<file path="config.mk">
export PLATFORM = sky130hd
export DESIGN_NAME = ad7124_rtd_channel
export DESIGN_NICKNAME = d
export VERILOG_FILES = /design/src/ad7124_rtd_pkg.sv /design/src/ad7124_drdy_detect.sv /design/src/ad7124_read_sequencer.sv /design/src/spi_byte_shifter.sv /design/src/ad7124_sample_buffer.sv /design/src/ad7124_rtd_channel.sv
export SDC_FILE = /design/constraint.sdc
export NUM_CORES = 1
export LEC_CHECK = 0
export ABC_AREA = 1
export BUFFER_PORTS_ARGS = -buffer_cell sky130_fd_sc_hd__buf_2
export CAP_MARGIN = 20
export CELL_PAD_IN_SITES_DETAIL_PLACEMENT = 0
export CELL_PAD_IN_SITES_GLOBAL_PLACEMENT = 2
export CORE_MARGIN = 10
export CORE_UTILIZATION = 40
export DETAILED_ROUTE_END_ITERATION = 8
export GPL_TIMING_DRIVEN = 1
export PLACE_DENSITY = 0.7
export SETUP_SLACK_MARGIN = 0.05
export SYNTH_ARGS = -nofsm -noshare
export SYNTH_HDL_FRONTEND = slang
export SYNTH_SLANG_ARGS = --single-unit
</file>
<file path="constraint.sdc">
create_clock -name spi_clk_i -period 3.75 [get_ports spi_clk_i]
set_input_delay 0.75 -clock spi_clk_i [delete_from_list [all_inputs] [get_ports spi_clk_i]]
set_output_delay 0.75 -clock spi_clk_i [all_outputs]
set_load 0.01 [all_outputs]
</file>
<file path="src/ad7124_rtd_pkg.sv">
`default_nettype none

package ad7124_rtd_pkg;

    // ----------------------------------------------------------------------
    // widths
    // ----------------------------------------------------------------------
    localparam int SAMPLE_W    = 32;
    localparam int BYTE_W      = 8;
    // command byte, 3 data bytes, appended status byte
    localparam int FRAME_BYTES = 5;
    localparam int BUF_ADDR_W  = 4;

    // communications register commands
    typedef enum logic [BYTE_W-1:0] {
        CMD_READ_DATA = 8'h42,
        CMD_NOP       = 8'hFF
    } ad7124_cmd_e;

    typedef enum logic [1:0] {
        SEQ_IDLE  = 2'd0,
        SEQ_CMD   = 2'd1,
        SEQ_READ  = 2'd2,
        SEQ_STORE = 2'd3
    } seq_state_e;

    // ----------------------------------------------------------------------
    // bundles between blocks
    // ----------------------------------------------------------------------
    typedef struct packed {
        logic sclk;
        logic cs_n;
        logic mosi;
    } spi_pins_t;

    typedef struct packed {
        logic              start;
        logic [BYTE_W-1:0] tx_data;
    } byte_req_t;

    typedef struct packed {
        logic              done;
        logic [BYTE_W-1:0] rx_data;
    } byte_rsp_t;

    // data: conversion result in [31:8], status byte in [7:0]
    typedef struct packed {
        logic                valid;
        logic [SAMPLE_W-1:0] data;
    } sample_wr_t;

endpackage

`default_nettype wire

</file>
<file path="src/ad7124_drdy_detect.sv">
`timescale 1ns/100ps
`default_nettype none

module ad7124_drdy_detect (
    input  wire  spi_clk_i,
    input  wire  rst_n_i,
    input  wire  miso_i,
    input  wire  active_i,
    input  wire  cs_n_i,
    output logic trigger_o
);

    // DOUT/RDY after the two synchronizer stages
    logic [1:0] sync_q;
    // synced level one cycle earlier
    logic       prev_q;
    logic       trigger_q;

    // DOUT/RDY idles high, so reset the chain high to avoid a false edge
    always_ff @(posedge spi_clk_i) begin
        if (!rst_n_i) begin
            sync_q    <= 2'b11;
            prev_q    <= 1'b1;
            trigger_q <= 1'b0;
        end else begin
            sync_q <= {sync_q[0], miso_i};
            prev_q <= sync_q[1];
            // high to low on DOUT/RDY means a conversion is ready
            // ignored while a frame is on the wire or CS is released
            trigger_q <= prev_q & ~sync_q[1] & ~cs_n_i & ~active_i;
        end
    end

    assign trigger_o = trigger_q;

endmodule

`default_nettype wire

</file>
<file path="src/ad7124_read_sequencer.sv">
`timescale 1ns/100ps
`default_nettype none

module ad7124_read_sequencer (
    input  wire                            spi_clk_i,
    input  wire                            rst_n_i,
    input  wire                            enable_i,
    output logic                           enabled_o,
    input  wire                            trigger_i,
    output logic                           active_o,
    output logic                           cs_n_o,
    output ad7124_rtd_pkg::byte_req_t      req_o,
    input  wire ad7124_rtd_pkg::byte_rsp_t rsp_i,
    input  wire                            busy_i,
    output ad7124_rtd_pkg::sample_wr_t     wr_o
);

    localparam int BW         = ad7124_rtd_pkg::BYTE_W;
    localparam int SW         = ad7124_rtd_pkg::SAMPLE_W;
    // bytes clocked in after the command byte
    localparam int READ_BYTES = ad7124_rtd_pkg::FRAME_BYTES - 1;
    localparam int CNT_W      = $clog2(READ_BYTES);

    ad7124_rtd_pkg::seq_state_e state_q;
    ad7124_rtd_pkg::byte_req_t  req_q;
    logic [CNT_W-1:0]           byte_cnt_q;
    logic [SW-1:0]              sample_q;
    logic                       enabled_q;
    logic                       cs_n_q;
    logic                       byte_done;
    logic                       last_byte;

    assign byte_done = rsp_i.done && !busy_i;
    assign last_byte = (byte_cnt_q == CNT_W'(READ_BYTES - 1));

    // ----------------------------------------------------------------------
    // frame FSM and enable tracking
    // ----------------------------------------------------------------------
    always_ff @(posedge spi_clk_i) begin
        if (!rst_n_i) begin
            state_q    <= ad7124_rtd_pkg::SEQ_IDLE;
            req_q      <= '0;
            byte_cnt_q <= '0;
            enabled_q  <= 1'b0;
            cs_n_q     <= 1'b1;
        end else begin
            req_q.start <= 1'b0;
            case (state_q)
                ad7124_rtd_pkg::SEQ_IDLE: begin
                    if (trigger_i && enabled_q && !busy_i) begin
                        req_q.start   <= 1'b1;
                        req_q.tx_data <= ad7124_rtd_pkg::CMD_READ_DATA;
                        byte_cnt_q    <= '0;
                        state_q       <= ad7124_rtd_pkg::SEQ_CMD;
                    end else begin
                        // enable only moves between frames
                        enabled_q <= enable_i;
                        cs_n_q    <= ~enable_i;
                    end
                end
                ad7124_rtd_pkg::SEQ_CMD: begin
                    if (byte_done) begin
                        req_q.start   <= 1'b1;
                        req_q.tx_data <= ad7124_rtd_pkg::CMD_NOP;
                        state_q       <= ad7124_rtd_pkg::SEQ_READ;
                    end
                end
                ad7124_rtd_pkg::SEQ_READ: begin
                    if (byte_done) begin
                        byte_cnt_q <= byte_cnt_q + 1'b1;
                        if (last_byte) begin
                            state_q <= ad7124_rtd_pkg::SEQ_STORE;
                        end else begin
                            req_q.start   <= 1'b1;
                            req_q.tx_data <= ad7124_rtd_pkg::CMD_NOP;
                        end
                    end
                end
                ad7124_rtd_pkg::SEQ_STORE: begin
                    state_q <= ad7124_rtd_pkg::SEQ_IDLE;
                end
                default: begin
                    state_q <= ad7124_rtd_pkg::SEQ_IDLE;
                end
            endcase
        end
    end

    // data bytes arrive MSB first, status byte lands at the bottom
    always_ff @(posedge spi_clk_i) begin
        if (state_q == ad7124_rtd_pkg::SEQ_READ && byte_done) begin
            sample_q <= {sample_q[SW-BW-1:0], rsp_i.rx_data};
        end
    end

    assign wr_o.valid = (state_q == ad7124_rtd_pkg::SEQ_STORE);
    assign wr_o.data  = sample_q;
    assign active_o   = (state_q != ad7124_rtd_pkg::SEQ_IDLE);
    assign enabled_o  = enabled_q;
    assign cs_n_o     = cs_n_q;
    assign req_o      = req_q;

endmodule

`default_nettype wire

</file>
<file path="src/spi_byte_shifter.sv">
`timescale 1ns/100ps
`default_nettype none

module spi_byte_shifter #(
    parameter logic [7:0] CLK_DIV = 8'd24
) (
    input  wire                            spi_clk_i,
    input  wire                            rst_n_i,
    input  wire ad7124_rtd_pkg::byte_req_t req_i,
    output ad7124_rtd_pkg::byte_rsp_t      rsp_o,
    output logic                           busy_o,
    input  wire                            miso_i,
    output logic                           sclk_o,
    output logic                           mosi_o
);

    localparam int BW        = ad7124_rtd_pkg::BYTE_W;
    // two SCLK half periods per bit
    localparam int HALF_W    = $clog2(2 * BW);
    localparam int HALF_LAST = 2 * BW - 1;

    logic [7:0]        div_cnt_q;
    logic [HALF_W-1:0] half_cnt_q;
    logic              busy_q;
    logic              done_q;
    logic              sclk_q;
    logic              mosi_q;
    logic [BW-1:0]     tx_sr_q;
    logic [BW-1:0]     rx_sr_q;
    logic              tick;
    logic              last_half;

    // end of one SCLK half period
    assign tick      = busy_q && (div_cnt_q == CLK_DIV);
    assign last_half = (half_cnt_q == HALF_W'(HALF_LAST));

    // ----------------------------------------------------------------------
    // SCLK divider and byte control, mode 3
    // ----------------------------------------------------------------------
    always_ff @(posedge spi_clk_i) begin
        if (!rst_n_i) begin
            div_cnt_q  <= '0;
            half_cnt_q <= '0;
            busy_q     <= 1'b0;
            done_q     <= 1'b0;
            sclk_q     <= 1'b1;
            mosi_q     <= 1'b1;
        end else begin
            done_q <= 1'b0;
            if (!busy_q) begin
                if (req_i.start) begin
                    // first falling edge right away, MSB goes out with it
                    busy_q     <= 1'b1;
                    div_cnt_q  <= '0;
                    half_cnt_q <= '0;
                    sclk_q     <= 1'b0;
                    mosi_q     <= req_i.tx_data[BW-1];
                end
            end else if (tick) begin
                div_cnt_q  <= '0;
                half_cnt_q <= half_cnt_q + 1'b1;
                if (last_half) begin
                    // SCLK already high, back to idle
                    busy_q <= 1'b0;
                    done_q <= 1'b1;
                    mosi_q <= 1'b1;
                end else begin
                    sclk_q <= ~sclk_q;
                    if (sclk_q) begin
                        mosi_q <= tx_sr_q[BW-1];
                    end
                end
            end else begin
                div_cnt_q <= div_cnt_q + 8'd1;
            end
        end
    end

    // shift registers
    always_ff @(posedge spi_clk_i) begin
        if (!busy_q && req_i.start) begin
            tx_sr_q <= {req_i.tx_data[BW-2:0], 1'b1};
        end else if (tick && sclk_q && !last_half) begin
            tx_sr_q <= {tx_sr_q[BW-2:0], 1'b1};
        end
        // sample on the rising edge
        if (tick && !sclk_q) begin
            rx_sr_q <= {rx_sr_q[BW-2:0], miso_i};
        end
    end

    assign rsp_o.done    = done_q;
    assign rsp_o.rx_data = rx_sr_q;
    assign busy_o        = busy_q;
    assign sclk_o        = sclk_q;
    assign mosi_o        = mosi_q;

endmodule

`default_nettype wire

</file>
<file path="src/ad7124_sample_buffer.sv">
`timescale 1ns/100ps
`default_nettype none

module ad7124_sample_buffer (
    input  wire                                    spi_clk_i,
    input  wire                                    rst_n_i,
    input  wire ad7124_rtd_pkg::sample_wr_t        wr_i,
    input  wire                                    bram_en_i,
    input  wire [ad7124_rtd_pkg::BUF_ADDR_W-1:0]   bram_addr_i,
    output logic [ad7124_rtd_pkg::SAMPLE_W-1:0]    bram_dout_o,
    output logic                                   drdy_o
);

    localparam int AW    = ad7124_rtd_pkg::BUF_ADDR_W;
    localparam int SW    = ad7124_rtd_pkg::SAMPLE_W;
    localparam int DEPTH = 2 ** AW;

    logic [SW-1:0] mem_q [DEPTH];
    logic [AW-1:0] wr_ptr_q;
    logic [SW-1:0] dout_q;
    logic          drdy_q;

    // ----------------------------------------------------------------------
    // write side, oldest word is overwritten
    // ----------------------------------------------------------------------
    always_ff @(posedge spi_clk_i) begin
        if (wr_i.valid) begin
            mem_q[wr_ptr_q] <= wr_i.data;
        end
    end

    always_ff @(posedge spi_clk_i) begin
        if (!rst_n_i) begin
            wr_ptr_q <= '0;
            drdy_q   <= 1'b0;
        end else begin
            // pointer wraps on its own at DEPTH
            if (wr_i.valid) begin
                wr_ptr_q <= wr_ptr_q + 1'b1;
            end
            // strobe lands once the word is readable
            drdy_q <= wr_i.valid;
        end
    end

    // registered read port, holds its value while bram_en_i is low
    always_ff @(posedge spi_clk_i) begin
        if (!rst_n_i) begin
            dout_q <= '0;
        end else if (bram_en_i) begin
            dout_q <= mem_q[bram_addr_i];
        end
    end

    assign bram_dout_o = dout_q;
    assign drdy_o      = drdy_q;

endmodule

`default_nettype wire

</file>
<file path="src/ad7124_rtd_channel.sv">
`timescale 1ns/100ps
`default_nettype none

module ad7124_rtd_channel #(
    // SCLK half period is CLK_DIV+1 clocks
    parameter logic [7:0] CLK_DIV = 8'd24
) (
    input  wire                                  spi_clk_i,
    input  wire                                  rst_n_i,
    input  wire                                  enable_i,
    output wire                                  enabled_o,
    // SPI pins
    output wire                                  sclk_o,
    output wire                                  cs_n_o,
    output wire                                  mosi_o,
    input  wire                                  miso_i,
    // sample read port
    input  wire                                  bram_en_i,
    input  wire [ad7124_rtd_pkg::BUF_ADDR_W-1:0] bram_addr_i,
    output wire [ad7124_rtd_pkg::SAMPLE_W-1:0]   bram_dout_o,
    output wire                                  drdy_o
);

    wire ad7124_rtd_pkg::spi_pins_t spi_pins;
    logic                           trigger;
    logic                           active;
    logic                           shifter_busy;
    ad7124_rtd_pkg::byte_req_t      byte_req;
    ad7124_rtd_pkg::byte_rsp_t      byte_rsp;
    ad7124_rtd_pkg::sample_wr_t     sample_wr;

    assign sclk_o = spi_pins.sclk;
    assign cs_n_o = spi_pins.cs_n;
    assign mosi_o = spi_pins.mosi;

    // DOUT/RDY falling edge starts the offload read
    ad7124_drdy_detect i_drdy_detect (
        .spi_clk_i(spi_clk_i    ),
        .rst_n_i  (rst_n_i      ),
        .miso_i   (miso_i       ),
        .active_i (active       ),
        .cs_n_i   (spi_pins.cs_n),
        .trigger_o(trigger      )
    );

    ad7124_read_sequencer i_read_sequencer (
        .spi_clk_i(spi_clk_i    ),
        .rst_n_i  (rst_n_i      ),
        .enable_i (enable_i     ),
        .enabled_o(enabled_o    ),
        .trigger_i(trigger      ),
        .active_o (active       ),
        .cs_n_o   (spi_pins.cs_n),
        .req_o    (byte_req     ),
        .rsp_i    (byte_rsp     ),
        .busy_i   (shifter_busy ),
        .wr_o     (sample_wr    )
    );

    spi_byte_shifter #(
        .CLK_DIV(CLK_DIV)
    ) i_byte_shifter (
        .spi_clk_i(spi_clk_i    ),
        .rst_n_i  (rst_n_i      ),
        .req_i    (byte_req     ),
        .rsp_o    (byte_rsp     ),
        .busy_o   (shifter_busy ),
        .miso_i   (miso_i       ),
        .sclk_o   (spi_pins.sclk),
        .mosi_o   (spi_pins.mosi)
    );

    ad7124_sample_buffer i_sample_buffer (
        .spi_clk_i  (spi_clk_i  ),
        .rst_n_i    (rst_n_i    ),
        .wr_i       (sample_wr  ),
        .bram_en_i  (bram_en_i  ),
        .bram_addr_i(bram_addr_i),
        .bram_dout_o(bram_dout_o),
        .drdy_o     (drdy_o     )
    );

endmodule

`default_nettype wire

</file>
# == Yosys cells after proc, flatten, opt, wreduce, memory -nomap -nowiden ==
# Memories as Yosys holds them, arrays and structs flattened. A register that Yosys moved wholly into a read port is not among the register bits.
# Cells that the tools add are included.
# classes
reduce_logical,27
bitwise_logic,9
muxes,37
eq_ne,14
addsub,4
# op_table
operator,n
two-way mux 8 bit,5
two-way mux 9 bit,4
one-hot mux 9 bit (3 select lines),1
two-way mux 1 bit,16
two-way mux 2 bit,6
two-way mux 4 bit,3
AND reduction 3 bit,4
logical AND 1 bit,9
"adder 4 x 1 -> 4 bit, second input constant",2
"adder 8 x 1 -> 8 bit, second input constant",1
"== test 8 x 5 -> 1 bit, second input constant",1
"!= test 2 x 1 -> 1 bit, second input constant",4
one-hot mux 2 bit (4 select lines),1
nonzero test 2 bit,4
"== test 2 bit, second input constant",3
"!= test 2 bit, second input constant",3
NOT 1 bit,6
AND reduction 5 bit,1
"== test 4 bit, second input constant",1
zero test 1 bit,4
one-hot mux 2 bit (2 select lines),1
AND reduction 2 bit,2
AND reduction 4 bit,1
bitwise AND 1 bit,3
other kinds (5),5
# totals
in_bits,9
n_memories,1
mem_bits_rw,512
ff_bits,87
# memory_table
name,words,word_bits,rd,rd_clocked_by_memory_dff,write_ports,line,text
i_sample_buffer.mem_q,16,32,1,1,1,ad7124_sample_buffer.sv:18,logic [SW-1:0] mem_q [DEPTH];

# == Longest topological paths before layout ==
# Gate-level depths: netlist of the first run.
# logic_depth
word_depth,6
depth_mapped,12
ltp_nobuf,10

# == By module ==
# Synthesis of the first run repeated with hierarchy kept, for this count alone.
# unflattened
hier_cells,2200
area_unflattened_um2,25222.9
# by_module_without_submodules
module,area_per_inst_um2,n_inst,cells_per_inst
ad7124_sample_buffer,22086.2,1,1901
ad7124_read_sequencer,1582.8,1,121
spi_byte_shifter,1430.1,1,164
ad7124_drdy_detect,123.9,1,14

# == Worst setup path after synthesis of the first run ==
# OpenSTA, ideal clock, no wires.
# synth_path
kind,register -> register
from,register i_read_sequencer.state_q[0]
to,memory i_sample_buffer.mem_q[11][0] in the netlist's numbering (enable)
slack_ns,1.079
stages_incl_launch_ff,5
setup_ns,0.421
n_path_buf,1
period_less_slack_ns,2.671
arrival_ns,2.250
cell_sequence,dfxtp_1 > ha_1 > clkbuf_1 > nand2_1 > nor2_1
# synth_lines
element,line,text
from (decl),ad7124_read_sequencer.sv:24,ad7124_rtd_pkg::seq_state_e state_q;
from (signal assigned),ad7124_read_sequencer.sv:41,state_q <= ad7124_rtd_pkg::SEQ_IDLE;
from (signal assigned),ad7124_read_sequencer.sv:54,state_q <= ad7124_rtd_pkg::SEQ_CMD;
from (signal assigned),ad7124_read_sequencer.sv:65,state_q <= ad7124_rtd_pkg::SEQ_READ;
to (decl),ad7124_sample_buffer.sv:18,

==> reports/metrics.yaml, run 1 <==
route:
  drc: 0
  vias: 15597
  ant_nets: 0
  drt-wirelength-per-cell_um: 21.16
  via_per_inst: 5.059
  drt_pre_antenna_iters: 5
  drt_iter0_markers: 1030
  drt-total-wl_mm: 65.25
placed_design:
  dp_hpwl_mm: 32.75
  port_buffers: 45
  postPlaceCellArea_um2: 26040
  gp_congestion: 0.7285
  placed_cells: 2957
synthesis:
  synth_cell_type_count: 29
  seq_area_frac_synth_pct: 72.74
  synth_top_area_share_pct: 67.43
  yosys-top-cells-area: "edfxtp_1, nand2_1, nand3_1"
  synth_ff_type: "edfxtp_1"
  synth_edf_count: 559
  synth_seq_cells: 625
  synth_area_um2: 24890
  synth_nets: 2177
  yosys_warnings: 0
  postSynthCellCount: 2156
  syn_area_per_cell_um2: 11.55
  synth-async-reset-ratio_pct: 0
  yosys.area.top_type: "edfxtp_1"
clock_network:
  post-cts-setup-buffers: 0
  clk_latency_ps: 600
  cts_tree: "done"
  cts_sinks: 625
  cts_buffers: 70
  clk_pin_slew_ps: 60
  cts_root_buf: "clkbuf_16"
  hold_buffers: 0
  cts_resized: 0
  cts_buffer_depth: 3
  htreeDepth: 3
setup_path:
  reg2reg_depth: 4
  reg2reg_slack_ps: 1380
  worstPathArrival_ps: 2620
  end_kind: "register"
  r2r-end: "i_sample_buffer.mem_q[11][28]$_DFFE_PP_"
  required_ps: 4010
  critPathLaunchType: "register"
  timing.rr.start: "i_read_sequencer.state_q[1]$_SDFFE_PN0P_"
  crit_path_max_fanout: 13
  critPathKind: "reg -> reg"
floorplan:
  core_area_um2: 61710
  ios: 46
  initial_utilization_pct: 40.34
  die_y_um: 269.5
  die_area_um2: 72610
  placement_rows: 91
  die_x_um: 269.5
timing:
  worstMarginPinSlew_ps: 1068
  max_slew_margin_pct: 28.53
  hold_viol_final: 0
  setup_tns_ps: 0
  fmax_mhz: 422.7
  slew_violations: 0
  setup_viol: 0
  fin_skew_ps: 18.38
  min_period_over_period_pct: 63.09
  rsz0062_at_grt: "false"
  period_minus_slack_ps: 2366
global_routing:
  grt_use_total_pct: 17.71
  grt_max_degree: 176
  grt_overflow: 0
  antenna_found_initial: 0
  grt_pass1_wl_mm: 97.50
  grt_pass1_vias: 15254
power_and_ir_drop:
  vdd_ir_drop_max_mv: 0.3004
  leakage_nw: 10.47
  powerDensity_nw_per_um2: 536.2
  power_w: 0.01518
hold_path:
  hold_end: "i_byte_shifter.rx_sr_q[0]$_DFFE_PP_"
  hold_depth: 1
  hp-class: "in -> reg"
  min_from: "miso_i"
flow_run:
  drv_cap: 0
finish:
  num-fill-cells: 5687
  finish.utilization_pct: 45.88
  antenna_cells: 0
  final-instance-count-excl-fill: 3083
  areaGrowthSynthToFinish_pct: 13.74
  regArea_um2: 18110
  num-nets-final: 2213
  drive_above_1_share_pct: 9.662
  multi_input_area_um2: 5898
  stdcell_area_um2: 28310
outcome:
  status: "complete, no violations"
[state kept, by name, indices dropped and copies added, names as in the netlist]
| signal | flops |
|---|---|
| i_byte_shifter.busy_o | 1 |
| i_byte_shifter.div_cnt_q | 8 |
| i_byte_shifter.done_q | 1 |
| i_byte_shifter.half_cnt_q | 4 |
| i_byte_shifter.mosi_o | 1 |
| i_byte_shifter.rx_sr_q | 8 |
| i_byte_shifter.sclk_o | 1 |
| i_byte_shifter.tx_sr_q | 7 |
| i_drdy_detect.prev_q | 1 |
| i_drdy_detect.sync_q | 2 |
| i_drdy_detect.trigger_o | 1 |
| i_read_sequencer.byte_cnt_q | 2 |
| i_read_sequencer.cs_n_o | 1 |
| i_read_sequencer.enabled_o | 1 |
| i_read_sequencer.req_o | 3 |
| i_read_sequencer.sample_q | 32 |
| i_read_sequencer.state_q | 2 |
| i_sample_buffer.bram_dout_o | 32 |
| i_sample_buffer.drdy_o | 1 |
| i_sample_buffer.mem_q | 512 |
| i_sample_buffer.wr_ptr_q | 4 |
[kinds of logic (layout without fill, tap and decap cells)]
family	Yosys count	in the layout	share of synthesized area, %
buffers and inverters	192	282	4.081
flip-flops	625	625	72.74
AND/OR/NAND/NOR	1282	1282	21.59
adder cells (fa/ha/maj)	12	12	0.6031
XOR/XNOR	2	2	0.07038
AO/OA/AOI/OAI	43	43	0.9148
[Yosys cell counts (3+ instances only)]
cell type  number
edfxtp_1      559
buf_6          19
clkbuf_1       26
inv_1          68
buf_2          43
nand2_1       727
a21oi_1        22
buf_1          12
o21ai_0        16
dfxtp_1        66
nor2_1        115
nand3_1       429
buf_4          19
or2_2           3
ha_1           12
[placed cells by master (no fill, tap or decap), drive strengths merged]
cell and instances:
o21a 2, a21oi 22, clkinv 23, dfxtp 66
nand2 727, clkbuf 96, nand3 429, nor2 117
nand3b 1, nor4 2, clkinvlp 2, bufinv 4
xor2 1, ha 12, a21o 1, edfxtp 559
o31ai 1, nand4 1, o21bai 1, inv 72
or2 3, nor3 2, buf 85, xnor2 1
o21ai 16
[worst max-delay path, stage by stage (launching register included)]
cell	delay, ps
dfxtp_1	360
ha_1	330
nand2_1	330
nor2_4	550
buf_4	410
[how the worst max path moves through the flow]
stage | from | end | slack, ps | cells after the start
5_1_grt | i_read_sequencer.state_q[0]$_SDFFE_PN0P_ | i_sample_buffer.mem_q[12][3]$_DFFE_PP_ | 1240 | 4
3_5_place_dp | bram_addr_i[1] | i_sample_buffer.bram_dout_o[7]$_SDFFE_PN0P_ | 1180 | 10
2_1_floorplan | i_read_sequencer.state_q[0]$_SDFFE_PN0P_ | i_sample_buffer.mem_q[11][0]$_DFFE_PP_ | 1080 | 4
4_1_cts | i_read_sequencer.state_q[0]$_SDFFE_PN0P_ | i_sample_buffer.mem_q[12][19]$_DFFE_PP_ | 1340 | 4
6_report | i_read_sequencer.state_q[1]$_SDFFE_PN0P_ | i_sample_buffer.mem_q[11][28]$_DFFE_PP_ | 1380 | 4
3_3_place_gp | bram_addr_i[1] | i_sample_buffer.bram_dout_o[12]$_SDFFE_PN0P_ | 1160 | 10
[where the power goes]
group / total, W / internal [W] / switching, W
clock network: 0.00673 / 0.00402 / 0.00271
registers: 0.00761 / 0.00756 / 0.0000466
logic: 0.000842 / 0.000256 / 0.000586
[layer usage]
metal | vias up | part of all wire, % | GRT usage, %
li1 | 7495 | - | -
met1 | 7718 | 45 | 23.13
met2 | 299 | 49 | 30.06
met3 | 85 | 4.0 | 2.567
met4 | 0 | 2.1 | 5.544
met5 | - | 0 | 0
[per-stage QoR]
step           setup WS [ps]  hold WS [ps]
2_1_floorplan           1079         392.5
3_3_place_gp            1162         403.8
3_5_place_dp            1180         404.5
4_1_cts                 1338         325.7
5_1_grt                 1244         338.8
6_report                1384         359.6
[layout make-up]
cell class              count  area share (%)
clock buffers              96           7.079
clock inverters            30          0.9545
inverters                  71          0.9678
multi-input cells        1339           20.83
flip-flops and latches    625           63.95
well taps                 837           3.699
repair buffers             85           2.514
(Power assumes the default switching activity.)
==> run 2, diff against run 1 <==
--- a/config.mk
+++ b/config.mk
@@ -5,7 +5,7 @@
 export SDC_FILE = /design/constraint.sdc
 export NUM_CORES = 1
 export LEC_CHECK = 0
-export ABC_AREA = 1
+export ABC_AREA = 0
 export BUFFER_PORTS_ARGS = -buffer_cell sky130_fd_sc_hd__buf_2
 export CAP_MARGIN = 20
 export CELL_PAD_IN_SITES_DETAIL_PLACEMENT = 0
@@ -14,7 +14,7 @@
 export CORE_UTILIZATION = 40
 export DETAILED_ROUTE_END_ITERATION = 8
 export GPL_TIMING_DRIVEN = 1
-export PLACE_DENSITY = 0.7
+export PLACE_DENSITY = 0.65
 export SETUP_SLACK_MARGIN = 0.05
 export SYNTH_ARGS = -nofsm -noshare
 export SYNTH_HDL_FRONTEND = slang
==> constraint.sdc (replaced) <==
create_clock -name spi_clk_i -period 2.3 [get_ports spi_clk_i]
set_input_delay 0.46 -clock spi_clk_i [delete_from_list [all_inputs] [get_ports spi_clk_i]]
set_output_delay 0.46 -clock spi_clk_i [all_outputs]
set_load 0.01 [all_outputs]
==> run 2 against run 1 <==
Power up 59%. Synthesized cell count fell by 32%. Largest cell class unchanged. Worst hold slack lost 250 ps. Clock skew up 5.5 ps. Via count is 19% lower. Setup slack worse by 990 ps. Critical path depth is 2 higher. Sequential power rose by 62%. Sequential share of layout area up 1.0 points.
==> reports/metrics.yaml, run 2 <==
timing:
  max_slew_margin_pct: 47.36
  fmax_mhz: 523.6
  slew_violations: 0
  setup_tns_ps: 0
  rsz0062_at_grt: "false"
  hold_viol_final: 0
  fin_skew_ps: 23.89
  worstMarginPinSlew_ps: 789.5
  min_period_over_period_pct: 83.04
  period_minus_slack_ps: 1910
  setup_viol: 0
setup_path:
  r2r-end: "i_byte_shifter.rx_sr_q[6]$_DFFE_PP_"
  crit_end: "i_byte_shifter.rx_sr_q[6]$_DFFE_PP_"
  worstPathArrival_ps: 2200
  reg2reg_slack_ps: 390
  end_kind: "register"
  required_ps: 2590
  critPathLaunchType: "register"
  crit_path_max_fanout: 11
  slowest_delay_ps: 370
  timing.rr.start: "i_byte_shifter.div_cnt_q[0]$_SDFFE_PN0P_"
  reg2reg_depth: 6
  crit_start: "i_byte_shifter.div_cnt_q[0]$_SDFFE_PN0P_"
  crit_chain: "inv_1 > ha_1 > and4b_1 > nand3_2 > nor2_1 > buf_4"
  critPathKind: "reg -> reg"
  cp_slowest_cell: "and4b_1"
route:
  drc: 0
  ant_nets: 0
  vias: 12640
  via_per_inst: 5.300
  drt-total-wl_mm: 56.31
  drt_pre_antenna_iters: 4
  drt_iter0_markers: 848
  drt-wirelength-per-cell_um: 23.61
clock_network:
  cts_buffers: 69
  clk_latency_ps: 590
  cts_resized: 0
  cts_root_buf: "clkbuf_16"
  cts_tree: "done"
  cts_sinks: 625
  hold_buffers: 0
  cts_buffer_depth: 3
  post-cts-setup-buffers: 0
  clk_pin_slew_ps: 60
  htreeDepth: 3
synthesis:
  synth_top_area_share_pct: 70.15
  synth.most_common_cell: "edfxtp_1"
  seq_area_frac_synth_pct: 75.67
  yosys.area.top_type: "edfxtp_1"
  yosys_warnings: 0
  synth_ff_type: "edfxtp_1"
  postSynthCellCount: 1467
  synth_nets: 1488
  yosys-top-cells-area: "edfxtp_1, mux2i_1, dfxtp_1"
  synth-async-reset-ratio_pct: 0
  syn_area_per_cell_um2: 16.31
  synth_common_cells: "edfxtp_1, mux2i_1, nand2_1"
  synth_edf_count: 559
  synth_seq_cells: 625
  synth_cell_type_count: 56
  synth_area_um2: 23930
floorplan:
  core_area_um2: 59130
  initial_utilization_pct: 40.47
  die_y_um: 264.6
  die_x_um: 264.6
  die_area_um2: 70010
  ios: 46
  placement_rows: 89
finish:
  num-fill-cells: 5052
  num-nets-final: 1581
  drive_above_1_share_pct: 14.45
  multi_input_area_um2: 5436
  areaGrowthSynthToFinish_pct: 16.44
  largest_reg_flops: 512
  final_common_cell: "edfxtp_1"
  antenna_cells: 0
  final_cell_mix: "edfxtp_1, mux2i_1, nand2_1"
  finish.utilization_pct: 47.13
  regMostFlops: "i_sample_buffer.mem_q"
  regArea_um2: 18110
outcome:
  status: "complete, no violations"
global_routing:
  grt_max_degree: 65
  grt_pass1_wl_mm: 84.09
  antenna_found_initial: 0
  grt_pass1_vias: 12804
  grt_overflow: 0
  grt_use_total_pct: 16.04
placed_design:
  gp_congestion: 0.6961
  dp_hpwl_mm: 29.00
  port_buffers: 45
hold_path:
  hp-class: "in -> reg"
power_and_ir_drop:
  powerDensity_nw_per_um2: 867.4
  leakage_nw: 9.914
  vdd_ir_drop_max_mv: 0.5704
flow_run:
  drv_cap: 0
==> run 2: cell count changes after synthesis, moves of 8 or more <==
cell / change
o21ai_0: -15
clkbuf_1: +8
nor2_1: -89
and2_1: +19
a22oi_1: +66
a21oi_1: +47
nand3_1: -328
buf_6: -16
buf_2: -34
mux2i_1: +262
inv_1: -56
nand2_1: -600
==> run 2: how the worst min path moves through the flow <==
stage                                       startpoint                                   end  slack [ps]  cells past startpoint
floorplan           i_drdy_detect.sync_q[0]$_SDFF_PN1_    i_drdy_detect.sync_q[1]$_SDFF_PN1_         390                      1
global placement    i_drdy_detect.sync_q[0]$_SDFF_PN1_    i_drdy_detect.sync_q[1]$_SDFF_PN1_         390                      1
detailed placement  i_drdy_detect.sync_q[0]$_SDFF_PN1_    i_drdy_detect.sync_q[1]$_SDFF_PN1_         400                      1
CTS                                           enable_i  i_read_sequencer.cs_n_o$_SDFFE_PN1P_          70                      2
global route                                  enable_i  i_read_sequencer.cs_n_o$_SDFFE_PN1P_          90                      2
finish                                        enable_i  i_read_sequencer.cs_n_o$_SDFFE_PN1P_         110                      2
==> run 2: report_power, final <==
group          internal (W)  total, W  switching [W]
combinational      0.000346  0.000861       0.000515
sequential           0.0122    0.0123      0.0000496
clock               0.00671    0.0110        0.00430
==> run 2: metrics by stage <==
stage               instance area [µm²]  setup slack [ps]  power (W)  cells  hold slack, ps
floorplan                         23950             234.8    0.01309   1467           386.3
global placement                  25590             362.9    0.01341   2262           388.3
detailed placement                25590             365.8    0.01341   2262           397.5
CTS                               27870             366.7    0.02448   2385           73.19
global route                      27870             238.7    0.02499   2385           90.59
finish                            27870             390.0    0.02417   2385           108.9
==> run 2: routing by layer <==
layer	track usage, %	part of all wire, %
met1	21.18	46
met5	0	0
met2	27.14	49
met4	4.411	1.6
met3	2.491	3.3
==> run 2: worst max-delay path, delay by kind of cell, from the launching register on <==
| kind | cells | cell delay (ps) |
|---|---|---|
| AND/OR/NAND/NOR | 3 | 860 |
| flip-flops | 1 | 350 |
| buffers and inverters | 2 | 280 |
| adder cells (fa/ha/maj) | 1 | 140 |
==> run 2: area by class of cell <==
cell class | instances | area share (%)
clock inverters | 30 | 1.307
multi-input cells | 754 | 19.51
flip-flops and latches | 625 | 64.98
inverters | 14 | 0.1886
well taps | 773 | 3.471
clock buffers | 93 | 6.843
repair buffers | 96 | 3.700
==> run 2: cell families (layout without fill, tap and decap cells) <==
| logic type | Yosys count | in the layout | share of synthesized area, % |
|---|---|---|---|
| mux | 263 | 263 | 11.01 |
| compound gates | 167 | 167 | 4.622 |
| fa+ha+maj | 12 | 12 | 0.6274 |
| simple gates | 309 | 309 | 6.086 |
| xor+xnor | 3 | 3 | 0.1098 |
| buf+inv | 88 | 233 | 1.882 |
| flops | 625 | 625 | 75.67 |
